--- config.mk ---
export PLATFORM = sky130hd
export DESIGN_NAME = window_filter_top
export DESIGN_NICKNAME = d
export VERILOG_FILES = /design/src/hw/win_pkg.sv /design/src/hw/win_if.sv /design/src/hw/col_if.sv /design/src/hw/window_filter_top.sv /design/src/hw/window_reduce.sv /design/src/hw/window_shift.sv /design/src/hw/line_buffer.sv
export SDC_FILE = /design/constraint.sdc
export NUM_CORES = 2
export LEC_CHECK = 0
export BUFFER_PORTS_ARGS = -buffer_cell sky130_fd_sc_hd__buf_2
export CAP_MARGIN = 10
export CORE_ASPECT_RATIO = 1.4
export CORE_MARGIN = 5
export CORE_UTILIZATION = 59
export DETAILED_ROUTE_END_ITERATION = 8
export PLACE_DENSITY = 0.85
export SKIP_CTS_REPAIR_TIMING = 1
export SKIP_LAST_GASP = 1
export SLEW_MARGIN = 20
export SYNTH_ARGS = -nofsm -noshare
export SYNTH_HDL_FRONTEND = slang
export SYNTH_HIERARCHICAL = 1
export SYNTH_SLANG_ARGS = --single-unit
--- constraint.sdc ---
create_clock -name clk -period 8.5 [get_ports clk]
set_input_delay 0.85 -clock clk [delete_from_list [all_inputs] [get_ports clk]]
set_output_delay 0.85 -clock clk [all_outputs]
set_load 0.02 [all_outputs]
--- src/hw/win_pkg.sv ---
`default_nettype none

package win_pkg;

  // Pixel format
  localparam int PIX_W = 8;

  // Window side in pixels
  localparam int WIN = 5;

  // Wide enough for the sum of a full window of max-valued pixels
  localparam int RES_W = $clog2(WIN * WIN * ((1 << PIX_W) - 1) + 1);

  typedef logic [PIX_W-1:0] pix_t;

  typedef logic [RES_W-1:0] res_t;

  // Reduction applied over the window
  typedef enum logic [1:0] {
    OP_SUM = 2'd0,
    OP_MAX = 2'd1,
    OP_MIN = 2'd2
  } filter_op_e;

endpackage

`default_nettype wire
--- src/hw/win_if.sv ---
`timescale 1ns/1ps
`default_nettype none

interface win_if;
  import win_pkg::*;

  logic win_valid;

  // Row-major, [0] is the oldest column of the oldest row
  pix_t [WIN*WIN-1:0] win_pix;

  modport src (output win_valid, output win_pix);
  modport dst (input win_valid, input win_pix);

endinterface

`default_nettype wire

--- src/hw/col_if.sv ---
`timescale 1ns/1ps
`default_nettype none

interface col_if;
  import win_pkg::*;

  logic           col_valid;
  pix_t [WIN-1:0] col_pix;      // [0] oldest row, [WIN-1] current row
  logic           col_rows_ok;  // Enough rows stored for a full window
  logic           col_sol;      // First column of a row

  modport src (output col_valid, output col_pix, output col_rows_ok, output col_sol);
  modport dst (input col_valid, input col_pix, input col_rows_ok, input col_sol);

endinterface

`default_nettype wire

--- src/hw/window_filter_top.sv ---
`timescale 1ns/1ps
`default_nettype none

module window_filter_top #(
  parameter int IMG_W = 16,
  parameter int IMG_H = 10
) (
  input  logic                clk,
  input  logic                rst_n,
  input  logic                pix_valid_i,
  input  logic                sof_i,
  input  win_pkg::pix_t       pix_i,
  input  win_pkg::filter_op_e op_i,
  output logic                res_valid_o,
  output win_pkg::res_t       res_o
);

  col_if col_bus ();
  win_if win_bus ();

  // Pixel stream to vertical columns
  line_buffer #(
    .IMG_W(IMG_W),
    .IMG_H(IMG_H)
  ) u_line_buffer (
    .clk        (clk),
    .rst_n      (rst_n),
    .pix_valid_i(pix_valid_i),
    .sof_i      (sof_i),
    .pix_i      (pix_i),
    .col_o      (col_bus.src)
  );

  // Columns to full 5x5 window
  window_shift #(
    .IMG_W(IMG_W)
  ) u_window_shift (
    .clk  (clk),
    .rst_n(rst_n),
    .col_i(col_bus.dst),
    .win_o(win_bus.src)
  );

  window_reduce u_window_reduce (
    .clk        (clk),
    .rst_n      (rst_n),
    .win_i      (win_bus.dst),
    .op_i       (op_i),
    .res_valid_o(res_valid_o),
    .res_o      (res_o)
  );

endmodule

`default_nettype wire

--- src/hw/window_reduce.sv ---
`timescale 1ns/1ps
`default_nettype none

module window_reduce (
  input  logic                clk,
  input  logic                rst_n,
  win_if.dst                  win_i,
  input  win_pkg::filter_op_e op_i,
  output logic                res_valid_o,
  output win_pkg::res_t       res_o
);
  import win_pkg::*;

  // Combine WIN values under one opcode
  function automatic res_t reduce_row(filter_op_e op, res_t [WIN-1:0] v);
    res_t acc;
    acc = v[0];
    for (int i = 1; i < WIN; i++) begin
      case (op)
        OP_SUM: acc = acc + v[i];
        OP_MAX: begin
          if (v[i] > acc) begin
            acc = v[i];
          end
        end
        OP_MIN: begin
          if (v[i] < acc) begin
            acc = v[i];
          end
        end
        default: acc = '0;
      endcase
    end
    return acc;
  endfunction

  res_t [WIN-1:0] row_vals [WIN];
  res_t [WIN-1:0] part_c;

  // Stage one registers
  res_t [WIN-1:0] part_q;
  filter_op_e     op_q;
  logic           vld1_q;

  // Stage two registers
  res_t res_q;
  logic vld2_q;

  // Pixels are zero-extended so max and min come out in res_t
  always_comb begin
    for (int r = 0; r < WIN; r++) begin
      for (int c = 0; c < WIN; c++) begin
        row_vals[r][c] = res_t'(win_i.win_pix[r*WIN + c]);
      end
      part_c[r] = reduce_row(op_i, row_vals[r]);
    end
  end

  always_ff @(posedge clk) begin
    if (!rst_n) begin
      vld1_q <= 1'b0;
      op_q   <= OP_SUM;
      vld2_q <= 1'b0;
    end else begin
      vld1_q <= win_i.win_valid;
      vld2_q <= vld1_q;
      if (win_i.win_valid) begin
        op_q <= op_i;  // Follows its partials into stage two
      end
    end
  end

  always_ff @(posedge clk) begin
    if (win_i.win_valid) begin
      part_q <= part_c;
    end
    if (vld1_q) begin
      res_q <= reduce_row(op_q, part_q);
    end
  end

  assign res_valid_o = vld2_q;
  assign res_o       = res_q;

endmodule

`default_nettype wire

--- src/hw/window_shift.sv ---
`timescale 1ns/1ps
`default_nettype none

module window_shift #(
  parameter int IMG_W = 16
) (
  input  logic clk,
  input  logic rst_n,
  col_if.dst   col_i,
  win_if.src   win_o
);
  import win_pkg::*;

  // Counter sized to span a full row
  localparam int CNT_W = $clog2(((IMG_W > WIN) ? IMG_W : WIN) + 1);

  // One shift row per window row, [0] is the newest column
  pix_t [WIN-1:0] shift_q [WIN];

  logic [CNT_W-1:0]   fill_cnt;
  logic [CNT_W-1:0]   fill_nxt;
  logic               win_valid_q;
  pix_t [WIN*WIN-1:0] win_pix;

  always_comb begin
    if (col_i.col_sol) begin
      fill_nxt = CNT_W'(1);
    end else if (fill_cnt < CNT_W'(WIN)) begin
      fill_nxt = fill_cnt + 1'b1;
    end else begin
      fill_nxt = fill_cnt;  // Saturate once the window is full
    end
  end

  always_ff @(posedge clk) begin
    if (!rst_n) begin
      fill_cnt    <= '0;
      win_valid_q <= 1'b0;
    end else begin
      win_valid_q <= col_i.col_valid && col_i.col_rows_ok && (fill_nxt == CNT_W'(WIN));
      if (col_i.col_valid) begin
        fill_cnt <= fill_nxt;
      end
    end
  end

  always_ff @(posedge clk) begin
    if (col_i.col_valid) begin
      for (int r = 0; r < WIN; r++) begin
        shift_q[r] <= {shift_q[r][WIN-2:0], col_i.col_pix[r]};
      end
    end
  end

  // Oldest column first within each row
  always_comb begin
    for (int r = 0; r < WIN; r++) begin
      for (int c = 0; c < WIN; c++) begin
        win_pix[r*WIN + c] = shift_q[r][WIN-1-c];
      end
    end
  end

  assign win_o.win_valid = win_valid_q;
  assign win_o.win_pix   = win_pix;

endmodule

`default_nettype wire

--- src/hw/line_buffer.sv ---
`timescale 1ns/1ps
`default_nettype none

module line_buffer #(
  parameter int IMG_W = 16,
  parameter int IMG_H = 10
) (
  input  logic          clk,
  input  logic          rst_n,
  input  logic          pix_valid_i,
  input  logic          sof_i,
  input  win_pkg::pix_t pix_i,
  col_if.src            col_o
);
  import win_pkg::*;

  localparam int CW   = (IMG_W > 1) ? $clog2(IMG_W) : 1;
  localparam int RW   = (IMG_H > 1) ? $clog2(IMG_H) : 1;
  localparam int NROW = WIN - 1;  // Previous rows kept in memory

  logic [CW-1:0] col_cnt;
  logic [CW-1:0] cur_col;
  logic [RW-1:0] row_cnt;
  logic [RW-1:0] cur_row;

  // [NROW-1] holds the previous row, [0] the oldest
  pix_t row_mem [NROW][IMG_W];

  pix_t [WIN-1:0] col_pix_q;
  logic           col_valid_q;
  logic           rows_ok_q;
  logic           sol_q;

  // Position of the pixel being accepted, sof forces the origin
  assign cur_col = sof_i ? '0 : col_cnt;
  assign cur_row = sof_i ? '0 : row_cnt;

  always_ff @(posedge clk) begin
    if (!rst_n) begin
      col_cnt <= '0;
      row_cnt <= '0;
    end else if (pix_valid_i) begin
      if (cur_col == CW'(IMG_W - 1)) begin
        col_cnt <= '0;
        row_cnt <= (cur_row == RW'(IMG_H - 1)) ? '0 : cur_row + 1'b1;
      end else begin
        col_cnt <= cur_col + 1'b1;
        row_cnt <= cur_row;
      end
    end
  end

  always_ff @(posedge clk) begin
    if (!rst_n) begin
      col_valid_q <= 1'b0;
      rows_ok_q   <= 1'b0;
      sol_q       <= 1'b0;
    end else begin
      col_valid_q <= pix_valid_i;
      if (pix_valid_i) begin
        rows_ok_q <= (cur_row >= RW'(WIN - 1));
        sol_q     <= (cur_col == '0);
      end
    end
  end

  // Read the stored column, then shift the history up by one row
  always_ff @(posedge clk) begin
    if (pix_valid_i) begin
      col_pix_q[WIN-1] <= pix_i;
      for (int k = 0; k < NROW; k++) begin
        col_pix_q[k] <= row_mem[k][cur_col];
      end
      for (int k = 0; k < NROW - 1; k++) begin
        row_mem[k][cur_col] <= row_mem[k+1][cur_col];
      end
      row_mem[NROW-1][cur_col] <= pix_i;
    end
  end

  assign col_o.col_valid   = col_valid_q;
  assign col_o.col_pix     = col_pix_q;
  assign col_o.col_rows_ok = rows_ok_q;
  assign col_o.col_sol     = sol_q;

endmodule

`default_nettype wire

# Word level (Yosys, flattened, before mapping)
# Memory sizes are Yosys's and may differ from the RTL's.
# Index checks and enable logic that the tools add are counted.
[word_totals]
regBits = 139
ramBits = 712
inputBits = 14
out_inout_bits = 14
mem_count = 2
[op_classes]
n_addsub = 27
n_lt_le_gt_ge = 52
n_eq_ne = 7
mux = 100
bitwise = 1
reduce_logical = 6
[memory_table]
columns = ["name", "depth", "width", "rd", "rd_ports_with_merged_regs", "wr", "line_no", "text"]
rows = [
  ["u_line_buffer.row_mem", 4, 128, 4, 0, 4, "line_buffer.sv:27", "pix_t row_mem [NROW][IMG_W];"],
  ["u_window_shift.shift_q", 5, 40, 5, 0, 5, "window_shift.sv:18", "pix_t [WIN-1:0] shift_q [WIN];"],
]
[ops]
columns = ["cell", "n"]
rows = [
  ["$pmux 13 s3", 24],
  ["$mux 13", 41],
  ["$add 13x8->13", 15],
  ["$gt 8x13->1", 15],
  ["$lt 8x13->1", 15],
  ["$mux 8", 19],
  ["$bmux 8 s4", 4],
  ["$mux 128", 1],
  ["$add 13x13->13", 4],
  ["$gt 13x13->1", 4],
  ["$lt 13x13->1", 4],
  ["$add 8x8->9", 5],
  ["$gt 8x8->1", 5],
  ["$lt 8x8->1", 5],
  ["$demux 8 s4", 1],
  ["$mux 4", 5],
  ["$mux 5", 2],
  ["$add 4x1->4 const B", 2],
  ["$eq 4x4->1 const B", 2],
  ["$add 5x1->5 const B", 1],
  ["$eq 5x3->1 const B", 1],
  ["$ge 5x5->1 const B", 1],
  ["$lt 5x1->1 const B", 1],
  ["$lt 5x3->1 const B", 1],
  ["other kinds (8)", 15],
]

# Depth between registers and ports, before layout
[logic_depth]
depth_word = 15
ltp_mapped = 47
ltp_nobuf = 44

# Hierarchy
# The synthesis kept the hierarchy.
[by_module_without_submodules]
columns = ["module", "n_inst", "cells_per_inst", "area_per_inst_um2", "seq_area_each_um2"]
rows = [
  ["window_reduce", 1, 3304, 24676.2, 2272.2],
  ["line_buffer", 1, 1415, 22165.0, 16796.1],
  ["window_shift", 1, 234, 6323.6, 6125.9],
]

# Worst setup path before layout
# OpenSTA, ideal clock, no wires.
[synth_timing]
path_kind = "input-to-reg"
start = "input op_i[0]"
end = "register u_window_reduce/part_q[1] (netlist name) (data pin)"
setup_ns = 0.261
arrival_ns = 8.476
t_required_ns = 8.239
path_slack_ns = -0.236
stages = 35
path_buffers = 7
cell_sequence = "clkinv_1 nand2_1 clkbuf_1 clkbuf_1 clkbuf_1 buf_1 clkbuf_1 o21a_1 ha_1 a211oi_1 a31oi_1 or2_2 clkbuf_1 nand3_1 clkbuf_1 nor2_1 a211oi_1 nor2_1 ha_1 o21ai_0 a21oi_1 o41ai_1 nand2_1 o21ai_0 a21oi_1 a32o_1 or4_1 inv_1 ha_1 a21oi_1 nor2_1 o31a_1 o211ai_1 mux2_2 a221o_1"
[synth_rtl]
columns = ["element", "line_no", "text"]
rows = [
  ["start, declared", "window_filter_top.sv:13", "input win_pkg::filter_op_e op_i,"],
  ["end signal, assigned", "window_reduce.sv:75", "part_q <= part_c;"],
  ["end, declared", "window_reduce.sv:41", "res_t [WIN-1:0] part_q;"],
]

==> key figures <==
Run status
  • Status: finished with violations
  • Failing checks: DRC, setup timing

Power
  • Worst VDD drop: ~230 uV
  • Sw Pwr: ~3.6 mW
  • P_leak: 26.03 nW
  • Tot Pwr: about 12 mW
  • Int Pwr: 8.434 mW
  • Pwr Density: roughly 180 mW/mm2
  • Combinational share of power: 0.274
  • Sw Share: 0.3006
  • Clock power frac: 0.326
  • Sequential share of power: 0.400

STA
  • Slew Limit Fails: 0
  • Worst Tran Pin Value: around 1.1 ns
  • Hold Violations, Final: 0
  • Clock skew: 0.04392 ns
  • RSZ-0062 raised after global routing: yes
  • Final Cycle Share: 1.010
  • Slew margin rel.: 0.2667
  • Min Hold Slack: between 0.4 and 0.5 ns
  • Final setup margin: -0.08368 ns
  • FMAX: about 120 MHz
  • Final setup fails: 8
  • Fin crit period: 8.584 ns

GRT
  • Largest net degree at the start of global routing: between 100 and 150
  • Vias in the first global route: roughly 45000
  • Global-route wire length before repair: 248200 um
  • Global route overflow: 0
  • Antenna violations before repair: 6
  • Gr usage total: 0.3263

Setup path
  • Worst Path Arrival: about 9.0 ns
  • CP required: about 8.9 ns
  • Crit end category: flop
  • Crit-path max FO: 6
  • Reg2Reg Depth: 46
  • Worst path most repeated cell: buf_4
  • CP max stage cell: edfxtp_1
  • Setup Crit Path Kind: reg -> reg
  • CP peak stage delay: 0.42 ns
  • CP Launch Type: flop

Placement
  • Dpl hpwl: between 100000 and 150000 um
  • Setup WS pre-CTS: -0.3163 ns
  • Gpl congestion: between 1 and 1.5
  • Port bufs: 27

Floorplanning
  • DIE AREA: around 0.096 mm2
  • Chip width: approximately 260 um
  • CORE AREA: 0.08962 mm2
  • Cell row count: 130
  • Initial Utilization: 0.5932
  • Die Height: between 300 and 400 um
  • IO Count: 28

Yosys
  • Commonest cells in the netlist: edfxtp_1, ha_1, inv_1
  • Sequential area share after synthesis: 0.4739
  • Primary FF master, synth: edfxtp_1
  • Top cells by area, synth: edfxtp_1, ha_1, a21oi_1
  • Cells after Synth: 4953
  • Biggest area consumer among synthesized cells: edfxtp_1
  • Synth warn: 6
  • Synth cell types: 109
  • Syn avg cell area: between 10 and 15 um2
  • Ys async rst share: 0
  • Syn Std Cell Area: approximately 0.053 mm2
  • Count leader, synth: edfxtp_1
  • Area share of the largest cell type after synthesis: 0.4660
  • Number of synthesized flops with an enable pin: 825
  • Synthesized flop and latch total: approximately 850

Clocking
  • Clock sinks: roughly 850
  • CTS buffer count: 82
  • CTS clk-pin slew, worst paths: 0.06 ns
  • Deepest clock path buffer count: 3
  • Clk Latency, worst-skew pair: 0.70 ns
  • CTS tree: yes
  • Clock Tree Root: clkbuf_16
  • CTS H-tree depth: 3

Drt
  • Wire length per cell: between 20 and 25 um
  • Post-Route WL: 170500 um
  • Final ANT Viol Nets: 0
  • DRT Pass-1 Iters: 9
  • Iteration-0 DRC Markers: a little under 5000
  • Vias per inst: 6.596
  • DRC: 1
  • Vias: ~46000

Finish
  • Fill cells: 5600
  • Multi-input combinational cell area: around 0.028 mm2
  • Layout area overhead: 23.05%
  • Layout cells sized above 1: 0.2655
  • Antenna diode count: 0
  • Reg area: ~0.025 mm2
  • Final net count: between 6000 and 7000

Hold path
  • Min-Delay Path Depth: 0
  • Min-Delay Path Class: reg -> reg

Job
  • Max Cap Viol: 0
worst paths after layout:
check | startpoint | end | slack (ns)
setup reg to reg | u_window_shift/shift_q[0][72] | u_window_reduce/part_q[13] | -0.08
hold / removal | u_line_buffer/col_o.col_pix[32] | u_window_shift/shift_q[0][160] | 0.42
setup / recovery | u_window_shift/shift_q[0][72] | u_window_reduce/part_q[13] | -0.08
hold reg to reg | u_line_buffer/col_o.col_pix[32] | u_window_shift/shift_q[0][160] | 0.42
per-stage QoR:
step                TNS, ns  cells  utilization  area (um2)
floorplan                 0   4957            -       53200
global placement    -0.9448   6659       0.6638       59490
detailed placement   -5.173   6659       0.6638       59490
CTS                  -8.009   6811       0.6961       62390
global route         -9.126   6916       0.7299       65420
finish              -0.4049   6916       0.7299       65420
layer usage:
metal  track usage  part of all wire
met5             0           0.00010
met1        0.3500              0.33
met4        0.2419             0.092
met3       0.05743             0.090
met2        0.5775              0.49
registers in the layout, indices dropped and copies added (netlist names), 4 cells and up:
| register | count |
|---|---|
| u_line_buffer/col_cnt | 4 |
| u_line_buffer/col_o.col_pix | 40 |
| u_line_buffer/row_cnt | 4 |
| u_line_buffer/row_mem | 512 |
| u_window_reduce/part_q | 60 |
| u_window_reduce/res_o | 13 |
| u_window_shift/fill_cnt | 5 |
| u_window_shift/shift_q | 200 |
power groups by stage:
stage | Clock [mW] | Sequential, mW | Combinational (mW)
after floorplan | 0 | 4.88 | 1.72
after global placement | 0 | 4.90 | 2.76
after detailed placement | 0 | 4.91 | 2.85
after CTS | 3.96 | 4.82 | 2.88
after global routing | 4.15 | 4.83 | 3.51
final | 3.93 | 4.83 | 3.30
area by class of cell:
cell class,count,share of cell area
clock buffers,103,0.03320
clock inverters,49,0.01115
inverters,390,0.02253
multi-input cells,3516,0.4280
flip-flops and latches,846,0.3853
well taps,1188,0.02272
repair buffers,824,0.09718
cell families (layout without fill, tap and decap cells):
| group | count (synthesis) | count (layout) | synth area share |
|---|---|---|---|
| adders and majority gates | 493 | 493 | 0.1194 |
| AOI/OAI and AO/OA | 1466 | 1466 | 0.1859 |
| other | 1 | 5 | 0.00007054 |
| DFF | 846 | 846 | 0.4739 |
| muxes | 175 | 175 | 0.03587 |
| buffers and inverters | 595 | 1366 | 0.04384 |
| and+or+nand+nor | 1215 | 1215 | 0.1140 |
| xor gates and xnor gates | 162 | 162 | 0.02695 |
critical path, delay by kind of cell (launching register included):
family                   cells  cell delay [ns]
buffers and inverters       14             1.97
adder cells (fa/ha/maj)      4             1.01
multiplexers                 2             0.32
flip-flops                   1             0.42
AO/OA/AOI/OAI               19             4.04
AND/OR/NAND/NOR              7             0.51
layout by cell type, fill, tap and decap left out, drive strengths merged, types with 21 or more instances in the layout:
| cell type | count |
|---|---|
| nand2b | 63 |
| edfxtp | 825 |
| nand3 | 107 |
| nor3 | 57 |
| clkbuf | 103 |
| a21oi | 328 |
| o21a | 65 |
| a211oi | 103 |
| nor2b | 69 |
| or3 | 26 |
| nand4 | 45 |
| clkinv | 33 |
| o221ai | 24 |
| and3b | 64 |
| nand2 | 312 |
| o21ai | 329 |
| a22oi | 31 |
| and3 | 21 |
| dfxtp | 21 |
| ha | 469 |
| fa | 24 |
| mux2i | 60 |
| nor2 | 343 |
| and2 | 29 |
| buf | 824 |
| a31oi | 63 |
| a221o | 28 |
| a311o | 33 |
| o211ai | 32 |
| inv | 389 |
| o21bai | 56 |
| a21o | 52 |
| o22ai | 58 |
| xor2 | 60 |
| mux2 | 114 |
| o31ai | 31 |
| xnor2 | 101 |
(Power assumes the default switching activity.)
